==> config.mk <==
export PLATFORM = sky130hd
export DESIGN_NAME = tape_clock
export DESIGN_NICKNAME = d
export VERILOG_FILES = /design/src/tape_clock.sv
export VERILOG_INCLUDE_DIRS = /design/src
export SDC_FILE = /design/constraint.sdc
export NUM_CORES = 1
export LEC_CHECK = 0
export ABC_AREA = 1
export BUFFER_PORTS_ARGS = -buffer_cell sky130_fd_sc_hd__clkbuf_2
export CORE_AREA = 2 2 39 41
export DETAILED_ROUTE_END_ITERATION = 8
export DIE_AREA = 0 0 41 43
export MAX_ROUTING_LAYER = met4
export PLACE_DENSITY = 0.46
export SYNTH_ARGS = -nofsm -noshare
export SYNTH_HDL_FRONTEND = slang
export SYNTH_SLANG_ARGS = --single-unit
==> constraint.sdc <==
create_clock -name clk_sys -period 1.04 [get_ports clk_sys]
set_input_delay 0.26 -clock clk_sys [delete_from_list [all_inputs] [get_ports clk_sys]]
set_output_delay 0.26 -clock clk_sys [all_outputs]
set_load 0.02 [all_outputs]
==> src/aqr_macros.svh <==
`default_nettype none

`ifndef AQR_MACROS_SVH
`define AQR_MACROS_SVH

////////////////////////////////
// Memory map
////////////////////////////////

// 128 KB shared byte memory
`define MEM_AW 17

`define MAINROM_BASE 17'h00000
`define EXTROM_BASE 17'h0C000
`define TAPE_BASE 17'h10000

////////////////////////////////
// Tape bit rate
////////////////////////////////

// clk_sys cycles per tape bit, shortened for simulation
`define TAPE_DIV 40
`define TAPE_DIV_FAST 8

`endif

`default_nettype wire

==> src/tape_clock.sv <==
`include "aqr_macros.svh"

`default_nettype none

module tape_clock (
    input  wire  clk_sys,
    input  wire  cpu_reset,
    input  wire  fast_tape,
    output logic ce_tape
);

    localparam int CW = $clog2(`TAPE_DIV);
    localparam logic [CW-1:0] LIM_NORMAL = CW'(`TAPE_DIV - 1);
    localparam logic [CW-1:0] LIM_FAST = CW'(`TAPE_DIV_FAST - 1);

    logic [CW-1:0] cnt;
    logic [CW-1:0] lim;
    logic          fast_q;

    // Mode sampled only at the wrap so a period is never cut short
    assign lim = fast_q ? LIM_FAST : LIM_NORMAL;

    always_ff @(posedge clk_sys) begin
        if (cpu_reset) begin
            cnt     <= '0;
            fast_q  <= 1'b0;
            ce_tape <= 1'b0;
        end else begin
            ce_tape <= 1'b0;
            if (cnt == lim) begin
                cnt     <= '0;
                fast_q  <= fast_tape;
                ce_tape <= 1'b1;
            end else begin
                cnt <= cnt + 1'b1;
            end
        end
    end

endmodule

`default_nettype wire

**Yosys cells after proc, flatten, opt, wreduce, memory -nomap -nowiden**

Index checks and enable logic that the tools add are counted.

- Reductions and logical operators: 1
- Muxes and demuxes: 2
- Add/subtract/negate cells: 1
- Eq/ne operators: 1

Operators by type and width:

| operator | count |
|---|---|
| $add 6x1->6 const B | 1 |
| $eq 6x6->1 | 1 |
| $mux 6 | 1 |
| $reduce_or 2->1 | 1 |
| $mux 1 | 1 |

- Register bits after elaboration: 8
- Logic and storage cells: 8
- Output and inout port bits: 1

**Longest topological paths before layout**

- Word-level depth: 3
- Gate-level depth with buffers: 6

**Least setup slack after synthesis**

No wires, ideal clock.

- Path type: reg2reg
- Start point: register cnt[0]
- End point: register cnt[4]
- Slack: -0.002 ns
- Library setup time: 0.114 ns
- Data arrival time: 0.927 ns
- Required time: 0.926 ns
- Stages on the path, launching flop included: 7
- Path buffers: 0
- Cell sequence: dfxtp_1 > ha_1 > nand2_2 > nor2_2 > nand2_2 > nand2_2 > nor2_1

- Word-level cells in the longest chain between the ends: 2
- Elaborated cells on any way between the ends: 3
- Those cells by class: add/sub (1); eq/ne (1); reduce/logical (1)

Ends and longest elaborated chain:

| item | line | RTL |
|---|---|---|
| start, declared | tape_clock.sv:16 | `logic [CW-1:0] cnt;` |
| start signal, assigned | tape_clock.sv:35 | `cnt <= cnt + 1'b1;` |
| branches (longest 2 deep; another with $add 6x1->6) | n/a |  |

Parallel ways; which one is timed is not known.
A chain may end at the register's enable or synchronous reset.

**Final worst setup path**

- Start point: register cnt[0]
- End point: register fast_q

- Word-level cells in the longest chain between the ends: 1

Ends and longest elaborated chain:

| item | line | RTL |
|---|---|---|
| $eq 6x6->1 | tape_clock.sv:30 | `if (cnt == lim) begin` |
| end signal, assigned | tape_clock.sv:32 | `fast_q <= fast_tape;` |
| end, declared | tape_clock.sv:18 | `logic fast_q;` |

Every way passes these cells.

==> key figures <==
Power and ir drop
  • Leakage: between 0.2 and 0.3 nW
  • Int Power: 0.479 mW
  • Overall power after layout: around 0.63 mW
  • Comb power frac: 8.7%
  • Maximum vdd drop: approximately 0.00044 V
  • Clock network fraction of total power: 39.4%
  • Switching part of the total power: between 20% and 30%
  • Pwr dens: 1280 nW/um^2
  • Net Switching: between 0.15 and 0.2 mW
  • Reg power frac: between 50% and 60%

Layout
  • Finished Layout Cells: 76
  • ANT cells: 0
  • Fillers: between 150 and 200
  • Most common cell after layout, fill and taps aside: nand2_1
  • Finished Cell Area: 494 um^2
  • Post-route core utilization: between 30% and 40%
  • Commonest cells after routing, fill and taps aside: nand2_1 (10), inv_1 (9), nor2_1 (7), dfxtp_1 (6), buf_4 (5)
  • Area delta synth->final: 39.6%
  • # nets final: 66
  • Share of cells above drive strength 1: around a third

Worst hold path
  • Hold EP: ce_tape
  • HP Class: in2reg
  • Hold path startpoint: cpu_reset
  • Hold path cells: 2

STA
  • Tmin final: roughly 1.0 ns
  • Number of setup violations in the final report: 0
  • Tcrit/Tclk final: between 90% and 100%
  • Final hold slack: 0.183 ns
  • Worst Max-Slew Pin Slew: roughly 0.2 ns
  • Unrepaired setup endpoints after global routing: yes
  • Rel. slew slack: 86.4%
  • Setup TNS: 0 ns
  • Final Hold Vio Count: 0
  • Final WS setup: ~0.014 ns
  • Max-slew violation count: 0
  • Fmax achieved: around 970 MHz
  • Clock Skews: ~0.0063 ns

Logic synthesis
  • Post-Syn Area: around 350 um^2
  • YS warnings: 0
  • Synth area leaders: dfxtp_1 (45%), nand2_1 (11%), inv_1 (9.5%)
  • Synthesized instance count: 49
  • Post-synthesis area per instance: around 7.2 um^2
  • Synth unique cells: 12
  • Register area share after synthesis: a little under half
  • Yosys reg bits: 8
  • Yosys top cell by area: dfxtp_1
  • Post-synth top area share: about 45%
  • Syn_nets: between 50 and 60

GRT
  • First-pass GRT wire length: between 1000 and 1500 um
  • Pin count of the biggest net entering global routing: 5
  • All-Layer GR Usage: 10.4%
  • Number of global-route vias before repair: approximately 300
  • Initial antenna violation count: 0
  • Global route overflow: 0

Worst setup path
  • Worst setup path class: reg2reg
  • R2R depth: 6
  • CP endpoint kind: flip-flop
  • CP arrival: about 1.2 ns
  • Reg2reg end: fast_q
  • CP max FO: 3
  • Worst Path Required: about 1.3 ns
  • FF-to-FF Start: cnt[0]
  • Critical path startpoint category: flip-flop
  • Reg-to-reg slack, setup: between 0.01 and 0.015 ns

Outcome
  • Outcome: completed

Placed design
  • Dpl ws: -0.0436 ns
  • Post-Place Cells: 71
  • I/O Buffers: 3
  • DP Wirelength: a little under 500 um
  • GPL Wtd Cong: about 0.67
  • Placed inst area: 417 um^2

CTS
  • CTS Hold Buffers Added: 0
  • CTS tree: done
  • Worst-path clk slew: 0.06 ns
  • CTS buffer count: 3
  • Num Clock Sinks: 8
  • H-Tree Depth: 1
  • Clock root buffer: clkbuf_4
  • CTS Buffer Depth: 2
  • Clk Latency, worst-skew pair: between 0.2 and 0.3 ns

Detailed routing
  • Initial drt markers: 6
  • Total wire length: 699 um
  • DR vias/cell: roughly 4.2
  • Post-DRT Antenna Nets: 0
  • Via count: approximately 320
  • Wire per inst: just over 9 um
  • DRC viols: 0
  • First-pass DRT Iterations: 2

Floorplan
  • I/O pin cnt: 4
  • Die extent in x: between 40 and 50 um
  • Full die area: around 1800 um^2
  • # rows: 14
  • Die height: about 43 um
  • Initial core utilization: roughly a quarter
  • Core ar.: around 1400 um^2

Run
  • Max-cap violations: 0
-- kinds of logic after synthesis --
logic type / Yosys count / synth area share [%]
AOI/OAI and AO/OA: 2 / 3.53
xor gates and xnor gates: 2 / 4.95
adders and majority gates: 1 / 3.53
buffers and inverters: 9 / 9.54
DFF: 8 / 45.2
and+or+nand+nor: 27 / 33.2
-- power groups by stage --
stage                     combinational (mW)  sequential, mW  clock [mW]
after global placement                0.0419           0.329           0
after global routing                  0.0644           0.330       0.275
after detailed placement              0.0428           0.329           0
after CTS                             0.0452           0.324       0.259
after floorplan                       0.0214           0.330           0
final                                 0.0551           0.329       0.249
-- worst max path at each step --
stage / start / to / slack, ns / depth (start not counted)
floorplan: cnt[0] / cnt[4] / 0.02 / 6
detailed placement: cnt[0] / cnt[4] / -0.04 / 6
finish: cnt[0] / fast_q / 0.01 / 6
global route: cnt[0] / cnt[3] / -0.06 / 6
CTS: cnt[0] / cnt[1] / 0.01 / 6
global placement: cnt[1] / cnt[4] / -0.03 / 6
-- critical path, cell delays in order, from the launching register on --
cell and delay [ns]:
dfxtp_2 0.35, ha_4 0.15, nand2_4 0.06, nor2_4 0.15, buf_4 0.12, nand4_1 0.07
nand2_1 0.08
-- state kept, by name, summed over array words and instances (netlist names) --
| register | count |
|---|---|
| ce_tape | 1 |
| cnt | 6 |
| fast_q | 1 |
-- area by class of cell --
| class | count | area (um^2) | share of cell area (%) |
|---|---|---|---|
| clock buffers | 3 | 22.5 | 4.56 |
| inverters | 9 | 33.8 | 6.84 |
| flip-flops and latches | 8 | 163 | 32.9 |
| multi-input cells | 32 | 203 | 41.0 |
| well taps | 16 | 20.0 | 4.05 |
| repair buffers | 8 | 52.6 | 10.6 |
-- timing repair --
item,4_1_cts,5_1_grt
setup endpoints to repair,4,5
buffers inserted,0,2
pin swaps,1,2
gates resized for setup,4,6
-- routing by layer --
layer	share of wire (%)	track usage [%]	vias up
li1	-	-	170
met1	46	12.5	142
met2	48	13.8	5
met3	2.4	3.14	4
met4	3.0	8.00	0
met5	0	-	-
-- synth_stat cells (all sizes together) --
cell type	n
inv	9
nand4	1
nor2	10
ha	1
nand3	3
nand2	13
xor2	2
dfxtp	8
a21oi	1
o21bai	1
Power figures use the tool's default switching activity.
