### config.mk
export PLATFORM = sky130hd
export DESIGN_NAME = mem_arbiter
export DESIGN_NICKNAME = d
export VERILOG_FILES = /design/src/aqr_pkg.sv /design/src/mem_arbiter.sv
export VERILOG_INCLUDE_DIRS = /design/src
export SDC_FILE = /design/constraint.sdc
export NUM_CORES = 1
export LEC_CHECK = 0
export ABC_AREA = 1
export BUFFER_PORTS_ARGS = -buffer_cell sky130_fd_sc_hd__buf_2
export CORE_ASPECT_RATIO = 1.4
export CORE_MARGIN = 5
export CORE_UTILIZATION = 34
export CTS_CLUSTER_DIAMETER = 150
export CTS_CLUSTER_SIZE = 25
export DETAILED_ROUTE_END_ITERATION = 8
export PLACE_DENSITY = 0.84
export SLEW_MARGIN = 30
export SYNTH_ARGS = -nofsm -noshare
export SYNTH_HDL_FRONTEND = slang
export SYNTH_SLANG_ARGS = --single-unit
### constraint.sdc
create_clock -name clk_sys -period 1.46 [get_ports clk_sys]
set_input_delay 0.292 -clock clk_sys [delete_from_list [all_inputs] [get_ports clk_sys]]
set_output_delay 0.292 -clock clk_sys [all_outputs]
set_load 0.05 [all_outputs]
### src/aqr_macros.svh
`default_nettype none

`ifndef AQR_MACROS_SVH
`define AQR_MACROS_SVH

////////////////////////////////
// Memory map
////////////////////////////////

// 128 KB shared byte memory
`define MEM_AW 17

`define MAINROM_BASE 17'h00000
`define EXTROM_BASE 17'h0C000
`define TAPE_BASE 17'h10000

////////////////////////////////
// Tape bit rate
////////////////////////////////

// clk_sys cycles per tape bit, shortened for simulation
`define TAPE_DIV 40
`define TAPE_DIV_FAST 8

`endif

`default_nettype wire

### src/aqr_pkg.sv
`include "aqr_macros.svh"

`default_nettype none

package aqr_pkg;

    // Loader stream from the download transport
    typedef struct packed {
        logic        download;
        logic [1:0]  index;
        logic        wr;
        logic [15:0] addr;
        logic [7:0]  dout;
    } ioctl_t;

    // One request into the shared memory
    typedef struct packed {
        logic [`MEM_AW-1:0] addr;
        logic               rd;
        logic               we;
        logic [7:0]         wdata;
    } mem_req_t;

    // CPU side access, held until cpu_ready
    typedef struct packed {
        logic [15:0] addr;
        logic        rd;
        logic        wr;
        logic [7:0]  wdata;
    } cpu_bus_t;

    // Which user owns the request in flight
    typedef enum logic [1:0] {
        SRC_NONE,
        SRC_LOADER,
        SRC_CPU,
        SRC_TAPE
    } mem_src_t;

endpackage

`default_nettype wire

### src/mem_arbiter.sv
`include "aqr_macros.svh"

`default_nettype none

module mem_arbiter import aqr_pkg::*; (
    input  wire            clk_sys,
    input  wire            cpu_reset,
    input  wire ioctl_t    ioctl,
    input  wire cpu_bus_t  cpu,
    input  wire            tape_req,
    input  wire [15:0]     tape_addr,
    input  wire            mem_ready,
    output mem_req_t       mem_req,
    output logic           cpu_ready,
    output logic           tape_ready,
    output logic           cpu_hold,
    output logic           rom_loaded
);

    logic               loader_wr;
    logic               cpu_acc;
    logic               tape_acc;
    logic [`MEM_AW-1:0] loader_addr;
    mem_src_t           grant;
    mem_src_t           src_q;

    // Index 3 has no region
    assign loader_wr = ioctl.wr && (ioctl.index != 2'd3);

    // A requester still holds its request in its ready cycle, skip it once
    assign cpu_acc = (cpu.rd || cpu.wr) && (src_q != SRC_CPU);
    assign tape_acc = tape_req && (src_q != SRC_TAPE);

    always_comb begin
        case (ioctl.index)
            2'd0:    loader_addr = `MAINROM_BASE + `MEM_AW'(ioctl.addr[12:0]);
            2'd1:    loader_addr = `EXTROM_BASE + `MEM_AW'(ioctl.addr[13:0]);
            2'd2:    loader_addr = `TAPE_BASE + `MEM_AW'(ioctl.addr);
            default: loader_addr = '0;
        endcase
    end

    ////////////////////////////////
    // Priority select
    ////////////////////////////////

    always_comb begin
        mem_req = '0;
        grant   = SRC_NONE;
        if (loader_wr) begin
            grant         = SRC_LOADER;
            mem_req.addr  = loader_addr;
            mem_req.we    = 1'b1;
            mem_req.wdata = ioctl.dout;
        end else if (cpu_acc) begin
            grant         = SRC_CPU;
            mem_req.addr  = `MEM_AW'(cpu.addr);
            mem_req.rd    = cpu.rd;
            mem_req.we    = cpu.wr;
            mem_req.wdata = cpu.wdata;
        end else if (tape_acc) begin
            grant         = SRC_TAPE;
            mem_req.addr  = `TAPE_BASE + `MEM_AW'(tape_addr);
            mem_req.rd    = 1'b1;
        end
    end

    always_ff @(posedge clk_sys) begin
        if (cpu_reset) begin
            src_q <= SRC_NONE;
        end else begin
            src_q <= grant;
        end
    end

    // Ready goes back only to the owner of the request in flight
    assign cpu_ready = mem_ready && (src_q == SRC_CPU);
    assign tape_ready = mem_ready && (src_q == SRC_TAPE);

    ////////////////////////////////
    // Loader status
    ////////////////////////////////

    assign cpu_hold = ioctl.download && ((ioctl.index == 2'd0) || (ioctl.index == 2'd2));

    always_ff @(posedge clk_sys) begin
        if (cpu_reset) begin
            rom_loaded <= 1'b0;
        end else if (ioctl.download && (ioctl.index == 2'd1)) begin
            rom_loaded <= 1'b1;
        end
    end

endmodule

`default_nettype wire

* After elaboration in Yosys (flattened, before gate mapping)
Cells that the tools add are included.
** Storage, ports and cells
- Register bits :: 3
- Input port bits :: 74
- Output and inout port bits :: 31
- Word-level logic and storage cells :: 34
** Cells by class
- $add $sub $neg :: 3
- Eq/ne operators :: 7
- Multiplexer cells :: 10
- Reductions and logical operators :: 11
** Operators with widths (count)
- $pmux 17 s3 :: 1
- $mux 18 :: 2
- $add 17x16->17 const A :: 2
- $mux 9 :: 2
- $add 16x14->17 const A :: 1
- $mux 17 :: 1
- $logic_and 1x1->1 :: 7
- $eq 2x2->1 const B :: 3
- $ne 2x2->1 const B :: 3
- $mux 2 :: 2
- $eq 2x1->1 const B :: 1
- $logic_not 2->1 :: 1
- $logic_or 1x1->1 :: 2
- $mux 1 :: 2
- $reduce_or 2->1 :: 1

* Logic depth before layout (Yosys ltp)
- Depth in word-level cells :: 5
- Gate-level depth with buffers :: 7
- Depth with buffers taken out :: 6

* Worst setup path after synthesis
Ideal clock, no wire load.
- Kind :: register to output
- Start :: reg src_q[1]
- End :: out mem_req[8] (netlist bit)
- Data arrival time :: 1.500 ns
- Data required time :: 1.168 ns
- Path slack :: -0.332 ns
- Cell stages (with the launch flop) :: 4
- Buffers on the path :: 0
- Cell sequence :: dfxtp_1 -> inv_2 -> nor2_2 -> o21ai_0
** RTL lines
- start, declared :: line mem_arbiter.sv:25 : mem_src_t src_q;
- start signal, assigned :: line mem_arbiter.sv:72 : src_q <= grant;
- end, declared :: line mem_arbiter.sv:13 : output mem_req_t mem_req,

==> impl_results.md <==
- Hold slack final: about 0.26 ns
- Tmin final: 1.68 ns
- Synth cell types: 17
- CP Class: reg2out
- Status: finished, violations left
- P_int: 618 µW
- # IOs: about 110
- Startpoint types: flop
- Peak VDD IR: 0.500 mV
- Most common cell after layout, fill and taps aside: buf_2
- Share of total power in the clock network: 11.0%
- Remaining DRCs: 0
- Clk_lat worst skew: between 0.2 and 0.25 ns
- CTS tree: yes
- Iter 0 DRT Violations: 31
- Non-Filler Instances: 337
- TNS Setup: -4.80 ns
- Worst Path Arrival: 1.39 ns
- Crit path required time: 1.17 ns
- YS warnings: 0
- Total wire length: 4.36 mm
- Die area: 0.00383 mm²
- Register area share after synthesis: between 6 and 7%
- Net Sw Frac: 53.3%
- Placed cells: 330
- GRT Total Usage: 23.0%
- Post-DRT Antenna Nets: 0
- Global-route wire length before repair: 6.73 mm
- Syn Area/Cell: roughly 5 µm²
- Layout cells sized above 1: between 60% and 70%
- Peak Freq: approximately 600 MHz
- FF-to-FF path depth: 7
- Leakage: about 0.0011 µW
- Grt ovf: 0
- CTS Hold Buffers Added: 0
- Area delta synth->final: 119%
- Ant diodes: 0
- Worst R2R End: src_q[0]$_SDFF_PP0_
- Largest net degree at the start of global routing: 18
- Rel. slew slack: 82.6%
- Post-DP HPWL: 2.98 mm
- Core ar.: 0.00262 mm²
- Clock tree sinks: 3
- Final Cycle Share: 115%
- H-tree depth: 1
- R2r setup slk: 0.35 ns
- Final Hold Vio Count: 0
- Flops & latches, synth: 3
- Post-synthesis cell count: around 180
- Mapped Area: 912 µm²
- Drt pass-1 iters: 4
- Setup crit start: src_q[1]$_SDFF_PP0_
- Drt via density: 4.81
- Clk root buf: clkbuf_4
- Commonest non-fill, non-tap cells in the layout: buf_2, nor2_1, nand2_1
- Worst Max-Slew Pin Slew: 0.263 ns
- Sequential share of power: 7.1%
- RD Place Congestion: 0.783
- Worst-path clk slew: around 0.040 ns
- Crit. End Element: output pin
- Final setup margin: -0.220 ns
- Final Skew: 0.000327 ns
- Hold Crit Class: in2reg
- Die H: 71.3 µm
- NetSw: 707 µW
- Vias: 1621
- FP Rows: 22
- Critical path peak fanout: 16
- Start of the worst register-to-register path: src_q[0]$_SDFF_PP0_
- Nets: 376
- Comb power frac: 81.9%
- Final Util: 76.5%
- Wire length per cell: 12.9 µm
- Initial Utilization: 34.9%
- TritonCTS Buffers: 3
- Failing checks: setup timing
- Max-capacitance violation count: 0
- Pins over their slew limit: 0
- Die width: 53.8 µm
- Initial antenna violation count: 0
- Syn Nets: between 200 and 300
- PwrDens: 663 mW/mm²
- Maximum root-to-sink buffer count: 2
- Port Buffers: approximately 100
- Final setup fails: 27
- RSZ-0062 raised after global routing: true
- Worst setup path end: mem_req[16]
- Vias in the first global route: about 1600
-- stage by stage --
stage	total power (µW)	area [µm²]	worst slack, ns
3_3_place_gp	947	1640	-0.133
5_1_grt	1400	2000	-0.293
2_1_floorplan	727	1040	0.00280
6_report	1330	2000	-0.220
3_5_place_dp	955	1640	-0.173
4_1_cts	1300	1970	-0.207
-- area by class of cell --
| cell class | instances | area [µm²] |
|---|---|---|
| multi-input combinational | 158 | 895 |
| fill | 198 | 616 |
| clock buffer | 4 | 26.3 |
| sequential | 3 | 67.6 |
| timing repair buffer | 122 | 913 |
| tap | 36 | 45.0 |
| inverter | 14 | 52.6 |
-- power by group through the flow --
| stage | Combinational (µW) | Clock (µW) | Sequential [µW] |
|---|---|---|---|
| 4_1_cts | 1060 | 145 | 95.3 |
| 3_5_place_dp | 859 | 0 | 95.6 |
| 3_3_place_gp | 852 | 0 | 95.1 |
| 5_1_grt | 1150 | 158 | 95.5 |
| 6_report | 1090 | 145 | 94.6 |
| 2_1_floorplan | 627 | 0 | 99.9 |
-- worst min path at each step --
stage,start,endpoint,slack [ns],cells after the start
after detailed placement,rom_loaded$_SDFFE_PP0P_,rom_loaded$_SDFFE_PP0P_,0.44,2
final,cpu_reset,rom_loaded$_SDFFE_PP0P_,0.26,2
after floorplan,cpu_reset,rom_loaded$_SDFFE_PP0P_,0.36,1
after global routing,cpu_reset,src_q[0]$_SDFF_PP0_,0.26,2
after global placement,rom_loaded$_SDFFE_PP0P_,rom_loaded$_SDFFE_PP0P_,0.44,2
after CTS,cpu_reset,src_q[0]$_SDFF_PP0_,0.24,2
-- state kept, by name (all words and copies together) (netlist names) --
name	cells
src_q	2
rom_loaded	1
-- cell families (layout without fill, tap and decap cells) --
kind of cell	Yosys count	count (layout)	synth area share (%)
and+or+nand+nor	150	151	71.2
AOI/OAI and AO/OA	7	7	4.12
DFF	3	3	6.58
buffers and inverters	24	140	18.1
-- worst max-delay path, cell delays in order, from the launching register on --
cell     delay, ns
dfxtp_4       0.35
inv_2         0.04
nor2_4        0.11
nor2_4        0.06
buf_12        0.15
nor2_1        0.12
nor2_2        0.07
nor2_4        0.08
buf_6         0.16
-- synth_stat cells (all sizes together) --
library cell	number	share of area (%)
a21oi	2	1.1
a22oi	1	0.82
buf	7	7.8
clkbuf	3	4.5
dfxtp	3	6.6
inv	14	5.8
nand2	53	24
nand3	30	16
nor2	66	30
nor3	1	0.55
o21ai	4	2.2
-- per-layer routing --
| metal | track usage (%) | share of wire, % | wire length, µm |
|---|---|---|---|
| met5 | 0 | 0 | 0 |
| met4 | 6.53 | 2.1 | 93 |
| met3 | 6.65 | 10 | 453 |
| met2 | 44.9 | 55 | 2390 |
| met1 | 21.6 | 33 | 1420 |
-- what timing repair did --
item,4_1_cts,5_1_grt
buffers inserted,1,1
gates cloned,1,0
endpoints found under the hold margin,0,0
endpoints found under the setup margin,27,27
resized for setup,89,10
pin swaps,13,7
No activity file was read; power rests on OpenSTA's default activity.
