`config.mk`:
```
export PLATFORM = sky130hd
export DESIGN_NAME = tape_player
export DESIGN_NICKNAME = d
export VERILOG_FILES = /design/src/aqr_pkg.sv /design/src/tape_player.sv
export VERILOG_INCLUDE_DIRS = /design/src
export SDC_FILE = /design/constraint.sdc
export NUM_CORES = 1
export LEC_CHECK = 0
export ABC_CLOCK_PERIOD_IN_PS = 4650
export BUFFER_PORTS_ARGS = -buffer_cell sky130_fd_sc_hd__buf_2
export CAP_MARGIN = 20
export CORE_ASPECT_RATIO = 0.75
export CORE_MARGIN = 8
export CORE_UTILIZATION = 35
export DETAILED_ROUTE_END_ITERATION = 10
export SLEW_MARGIN = 0
export SYNTH_ARGS = -nofsm -noshare
export SYNTH_HDL_FRONTEND = slang
export SYNTH_SLANG_ARGS = --single-unit
```
`constraint.sdc`:
```
create_clock -name clk_sys -period 4.65 [get_ports clk_sys]
set_input_delay 0.2325 -clock clk_sys [delete_from_list [all_inputs] [get_ports clk_sys]]
set_output_delay 0.2325 -clock clk_sys [all_outputs]
set_load 0.005 [all_outputs]
```
`src/aqr_macros.svh`:
```
`default_nettype none

`ifndef AQR_MACROS_SVH
`define AQR_MACROS_SVH

////////////////////////////////
// Memory map
////////////////////////////////

// 128 KB shared byte memory
`define MEM_AW 17

`define MAINROM_BASE 17'h00000
`define EXTROM_BASE 17'h0C000
`define TAPE_BASE 17'h10000

////////////////////////////////
// Tape bit rate
////////////////////////////////

// clk_sys cycles per tape bit, shortened for simulation
`define TAPE_DIV 40
`define TAPE_DIV_FAST 8

`endif

`default_nettype wire

```
`src/aqr_pkg.sv`:
```
`include "aqr_macros.svh"

`default_nettype none

package aqr_pkg;

    // Loader stream from the download transport
    typedef struct packed {
        logic        download;
        logic [1:0]  index;
        logic        wr;
        logic [15:0] addr;
        logic [7:0]  dout;
    } ioctl_t;

    // One request into the shared memory
    typedef struct packed {
        logic [`MEM_AW-1:0] addr;
        logic               rd;
        logic               we;
        logic [7:0]         wdata;
    } mem_req_t;

    // CPU side access, held until cpu_ready
    typedef struct packed {
        logic [15:0] addr;
        logic        rd;
        logic        wr;
        logic [7:0]  wdata;
    } cpu_bus_t;

    // Which user owns the request in flight
    typedef enum logic [1:0] {
        SRC_NONE,
        SRC_LOADER,
        SRC_CPU,
        SRC_TAPE
    } mem_src_t;

endpackage

`default_nettype wire

```
`src/tape_player.sv`:
```
`default_nettype none

module tape_player import aqr_pkg::*; (
    input  wire          clk_sys,
    input  wire          cpu_reset,
    input  wire          ce_tape,
    input  wire ioctl_t  ioctl,
    input  wire          tape_ready,
    input  wire [7:0]    mem_rdata,
    output logic         tape_req,
    output logic [15:0]  tape_addr,
    output logic         cass_out,
    output logic         tape_playing
);

    typedef enum logic [1:0] {
        ST_IDLE,
        ST_FETCH,
        ST_PLAY,
        ST_DONE
    } state_t;

    state_t      state;
    logic        dl_q;
    logic        tape_dl;
    logic        dl_start;
    logic        dl_end;
    logic [16:0] tape_len;
    logic [16:0] wr_end;
    logic [16:0] byte_idx;
    logic [16:0] nxt_idx;
    logic [16:0] pf_idx;
    logic [7:0]  shift_q;
    logic [7:0]  buf_q;
    logic        buf_valid;
    logic [2:0]  bit_cnt;
    logic        byte_due;
    logic        load_first;
    logic        load_next;
    logic        shift_bit;
    logic        last_done;

    ////////////////////////////////
    // Download tracking
    ////////////////////////////////

    assign tape_dl = ioctl.download && (ioctl.index == 2'd2);
    assign dl_start = tape_dl && !dl_q;
    assign dl_end = dl_q && !ioctl.download && (ioctl.index == 2'd2);
    assign wr_end = {1'b0, ioctl.addr} + 17'd1;

    // Length is the highest written address plus one
    always_ff @(posedge clk_sys) begin
        if (cpu_reset) begin
            dl_q     <= 1'b0;
            tape_len <= '0;
        end else begin
            dl_q <= ioctl.download;
            if (dl_start) begin
                tape_len <= '0;
            end
            if (tape_dl && ioctl.wr && (dl_start || (wr_end > tape_len))) begin
                tape_len <= wr_end;
            end
        end
    end

    ////////////////////////////////
    // Playback strobes
    ////////////////////////////////

    assign nxt_idx = byte_idx + 17'd1;
    // Byte boundary on the strobe
    // A late prefetch leaves bit_cnt at 7 so the last bit stays on the line
    assign byte_due = ce_tape && (bit_cnt == 3'd7);

    assign load_first = (state == ST_FETCH) && ce_tape && buf_valid;
    assign load_next = (state == ST_PLAY) && byte_due && (nxt_idx != tape_len) && buf_valid;
    assign shift_bit = (state == ST_PLAY) && ce_tape && !byte_due;
    assign last_done = (state == ST_PLAY) && byte_due && (nxt_idx == tape_len);

    // Next byte to prefetch once a byte starts shifting
    assign pf_idx = load_first ? 17'd1 : nxt_idx + 17'd1;

    always_ff @(posedge clk_sys) begin
        if (tape_ready) begin
            buf_q <= mem_rdata;
        end
        if (load_first || load_next) begin
            shift_q <= buf_q;
        end else if (shift_bit) begin
            shift_q <= {shift_q[6:0], 1'b0};
        end
    end

    ////////////////////////////////
    // Control FSM
    ////////////////////////////////

    always_ff @(posedge clk_sys) begin
        if (cpu_reset) begin
            state        <= ST_IDLE;
            tape_req     <= 1'b0;
            tape_addr    <= '0;
            tape_playing <= 1'b0;
            cass_out     <= 1'b0;
            buf_valid    <= 1'b0;
            bit_cnt      <= '0;
            byte_idx     <= '0;
        end else begin
            // Fetch answered so the buffer is full
            if (tape_ready) begin
                tape_req  <= 1'b0;
                buf_valid <= 1'b1;
            end

            if ((state == ST_IDLE) || (state == ST_DONE)) begin
                if (dl_end && (tape_len != '0)) begin
                    state     <= ST_FETCH;
                    tape_req  <= 1'b1;
                    tape_addr <= '0;
                    buf_valid <= 1'b0;
                end else if (dl_start) begin
                    state <= ST_IDLE;
                end
            end

            if (load_first || load_next) begin
                state        <= ST_PLAY;
                tape_playing <= 1'b1;
                cass_out     <= buf_q[7];
                bit_cnt      <= '0;
                buf_valid    <= 1'b0;
                byte_idx     <= load_first ? 17'd0 : nxt_idx;
                if (pf_idx < tape_len) begin
                    tape_req  <= 1'b1;
                    tape_addr <= pf_idx[15:0];
                end
            end else if (shift_bit) begin
                bit_cnt  <= bit_cnt + 3'd1;
                cass_out <= shift_q[6];
            end else if (last_done) begin
                state        <= ST_DONE;
                tape_playing <= 1'b0;
                cass_out     <= 1'b0;
            end
        end
    end

endmodule

`default_nettype wire
```
; After elaboration in Yosys (flattened, before gate mapping)
; Cells that the tools add are included.
[op_classes]
addsub = 4
n_lt_le_gt_ge = 2
n_eq_ne = 8
n_mux = 29
n_reduce_logical = 30
[ops]
columns = operator, count
row1 = 17-bit 2-to-1 mux, 4
row2 = 16-bit 2-to-1 mux, 4
row3 = 17-bit by 1-bit adder with 17-bit output (second input constant), 2
row4 = 16-bit by 1-bit adder with 17-bit output (second input constant), 1
row5 = 17-bit == test, 1
row6 = 17-bit > comparator, 1
row7 = 17-bit < comparator, 1
row8 = 17-bit != test, 1
row9 = 17-bit nonzero test, 1
row10 = 1-bit logical AND, 16
row11 = 7-bit 2-to-1 mux, 2
row12 = 1-bit 2-to-1 mux, 13
row13 = 2-bit 2-to-1 mux, 6
row14 = 2-bit == test (second input constant), 3
row15 = 2-bit nonzero test, 3
row16 = 3-bit by 1-bit adder with 3-bit output (second input constant), 1
row17 = 3-bit == test (second input constant), 1
row18 = 1-bit zero test, 3
row19 = 1-bit logical OR, 3
row20 = 3-bit nonzero test, 1
row21 = 2-bit by 1-bit == test with 1-bit output (second input constant), 1
row22 = 2-bit zero test, 1
row23 = 2-bit by 1-bit != test with 1-bit output (second input constant), 1
row24 = 2-bit AND reduction, 1
row25 = 2-bit OR reduction, 1
[totals]
regBits = 75
in_bits = 40
elab_cells = 86

; Logic depth before layout (Yosys ltp)
[logic_depth]
ltp_word = 9
ltp_mapped = 20
depth_no_buf = 17

; Worst setup path before layout
; Ideal clock, no wire load.
[synth_timing]
kind = flip-flop to flip-flop
start = register byte_idx[1]
end = register tape_addr[0]
arrival_time_ps = 4084
t_required_ps = 4563
slack_ps = 479
path_stages_with_launch = 20
path_buffers = 3
path_cell_list = dfxtp_1 > ha_1 > and3_1 > buf_2 > or4_1 > a21oi_1 > o21ai_1 > nor4b_1 > xnor2_1 > nor2_1 > ha_1 > a21o_1 > a21o_1 > a2111oi_0 > o21ai_0 > a31o_2 > or2_1 > buf_4 > buf_12 > o31ai_1
[synth_between]
elab_chain_len = 6
[synth_lines]
columns = item, line
row1 = from (decl), tape_player.sv:30  ; logic [16:0] byte_idx;
row2 = from (signal assigned), tape_player.sv:134  ; byte_idx <= load_first ? 17'd0 : nxt_idx;
row3 = 17-bit by 1-bit adder with 17-bit output (*), tape_player.sv:72  ; assign nxt_idx = byte_idx + 17'd1;
row4 = 17-bit by 1-bit adder with 17-bit output or 17-bit != test (tied branches), "tape_player.sv:83, tape_player.sv:78"
row5 = 17-bit 2-to-1 mux or 1-bit logical AND (tied branches), "tape_player.sv:83, tape_player.sv:78"
row6 = 17-bit < comparator or 1-bit logical AND (tied branches), "tape_player.sv:135, tape_player.sv:78"
row7 = 16-bit 2-to-1 mux or 1-bit logical OR (tied branches), "tape_player.sv:135, tape_player.sv:128"
row8 = 16-bit 2-to-1 mux (*), tape_player.sv:128  ; if (load_first || load_next) begin
row9 = to (signal assigned), tape_player.sv:137  ; tape_addr <= pf_idx[15:0];
row10 = to (decl), tape_player.sv:11  ; output logic [15:0] tape_addr,
; Mark *: on every way between the ends. The rest lies on a longest branch, timed or not.
; A chain may end at the register's enable or synchronous reset.

; Worst setup path in the final report
[layout_timing]
start = register byte_idx[0]
end = register tape_addr[13]
; The elaborated chain is that of the path after synthesis.

==> reports/metrics.csv <==
metric;value;unit
finalCriticalPeriod;4.37;ns
yosys_warnings;0;
synth_top_cell_by_area;dfxtp_1;
r2r-start;byte_idx[0];
final_antenna_net_count;0;
synth_edf_count;15;
synthArstFlopShare;0;%
reg2reg_to;tape_addr[13];
numClockSinks;75;
min_from;mem_rdata[4];
ys_ff_latch;75;
syn_nets;788;
grt_usage;16.8;%
synth_top_area_share;20.5;%
cts.repair.resized;0;
finalCritPeriodShare;94.0;%
fp-row-count;41;
dp_cells;961;
regToRegSetupSlack;0.28;ns
path_max_fanout;11;
worstMarginPinSlew;0.964;ns
drive_gt1_share;16.4;%
synth_cell_types;74;
cts_tree;yes;
grt_overflow;0;
clk_latency;0.35;ns
hold_path.class;primary input to register;
grt_pass1_vias;4939;
grt_max_degree;53;
synth_cells;708;
h-tree-depth;3;
crit_chain;ha_1, and3_2, or4_1, a21oi_1, o21ai_2, nor4b_2, xnor2_1, nor2_1, ha_1, a21o_1, a21o_1, a2111oi_0, o21ai_0, a31o_2, or2_4, buf_4, mux2i_1;
drc_errors;0;
power.density;235;nW/um^2
root_buffer;clkbuf_16;
hold_end;buf_q[4];
initial_core_util;35.3;%
critPathLaunch;byte_idx[0];
antenna_found_initial;0;
irDropWorstVdd;0.164;mV
fin_cells;977;
num_antenna_cells;0;
place_hpwl;13800;um
num-nets-final;837;
finClkSkew;0.00902;ns
via_count;5556;
cp.required;4.89;ns
gp_congestion;0.942;
cts_buffer_depth;2;
yosys_most_used_dff;dfxtp_1;
clk_pin_slew;0.07;ns
reg2regPathDepth;17;
die_w;165;um
area_growth;15.3;%
pin_count;59;
outcome;finished, final reports clean;
p_leak;2.65;nW
design.die.area;21200;sq um
via_per_inst;5.69;
cp-start-kind;register;
maxCapViolations;0;
dr.pass1.iters;5;
slew_viol_final;0;
end_kind;register;
coreArea;16600;sq um
hold_viol_final;0;
synthTopCellsByCount;60 x dfxtp_1, 55 x nor2_1, 48 x a21oi_1;
synthTopCellsByArea;dfxtp_1 20%, ha_1 8.5%, edfxtp_1 7.7%;
cts_made_buffers;9;
critical_path_buf_inv_count;1;
die_y;128;um
synthMostInstantiatedCell;dfxtp_1;
io_buffers;50;
critPathSlowestCell;or4_1;
drtIter0Drc;558;
relSlewSlack;35.4;%
post_cts_buffers;0;
cpPeakStageDelay;0.41;ns
fmax;229;MHz
worstPathArrival;4.61;ns
cts_hold_buf;0;
hold_depth;1;
netlist_area;5860;sq um
wire_per_inst;18.1;um
fin_setup_tns;0;ns
wl;17700;um
grt_pass1_wl;27900;um
hold_ws;0.0519;ns
criticalPathCategory;register to register;
setup_viol;0;
ys_seq_area_share;28.2;%
cp_top_family;compound AO/OA/AOI/OAI gates;
synth_area_per_cell;8.28;sq um
-- report_power, final --
part | internal [mW] | switching [mW]
combinational | 0.0489 | 0.0760
clock | 0.475 | 0.305
sequential | 0.672 | 0.00867
total | 1.20 | 0.390
-- cells in the final DEF (no fill, tap or decap), types with 21 or more instances in the layout --
cell type | synthesis | routed
nor2_1 | 55 | 55
buf_4 | 5 | 35
dfxtp_1 | 60 | 60
xor2_1 | 22 | 22
buf_2 | 12 | 50
nand2_1 | 40 | 40
a21oi_1 | 48 | 48
inv_1 | 33 | 33
xnor2_1 | 42 | 42
o21ai_0 | 23 | 21
ha_1 | 40 | 40
nand3_1 | 43 | 43
-- cell type report --
type	count	area, sq um
timing repair buffer	85	513
tap	215	269
clock buffer	9	225
multi-input combinational	553	3880
sequential	75	1650
fill	1731	9860
clock inverter	7	100
inverter	33	124
-- cell families (layout without fill, tap and decap cells) --
kind of cell    Yosys count  in the layout  synth area share, %
xor+xnor                 65             65                 9.94
flops                    75             75                 28.2
buf+inv                  80            134                 6.38
simple gates            282            282                 27.0
mux                      18             18                 3.22
fa+ha+maj                40             40                 8.54
compound gates          148            148                 16.8
-- worst max-delay path by stage --
stage / end / cells after the start
after global placement: tape_addr[10] / 17
after global routing: tape_addr[13] / 17
after floorplan: tape_addr[0] / 19
after detailed placement: tape_addr[13] / 18
final: tape_addr[13] / 17
after CTS: tape_addr[13] / 18
-- stage by stage --
stage | area (sq um) | util, % | worst slack (ns) | total power [mW]
global placement | 6400 | 38.5 | 0.164 | 0.816
floorplan | 5860 | - | 0.479 | 0.768
finish | 6760 | 40.7 | 0.279 | 1.59
CTS | 6730 | 40.5 | 0.0583 | 1.60
detailed placement | 6400 | 38.5 | 0.0678 | 0.818
global route | 6760 | 40.7 | -0.0193 | 1.64
-- sequential cells by signal (all words and copies together), names as in the netlist --
register,cells
state,2
tape_playing,1
tape_req,1
buf_q,8
byte_idx,17
buf_valid,1
dl_q,1
shift_q,7
tape_len,17
cass_out,1
tape_addr,16
bit_cnt,3
-- metal layers --
metal / vias up / part of all wire, % / global-route usage [%]
met5: - / 0 / 0
met3: 18 / 7.5 / 3.79
li1: 2685 / - / -
met2: 190 / 38 / 21.7
met4: 0 / 1.3 / 4.30
met1: 2663 / 53 / 26.4
Power figures use the tool's default switching activity.
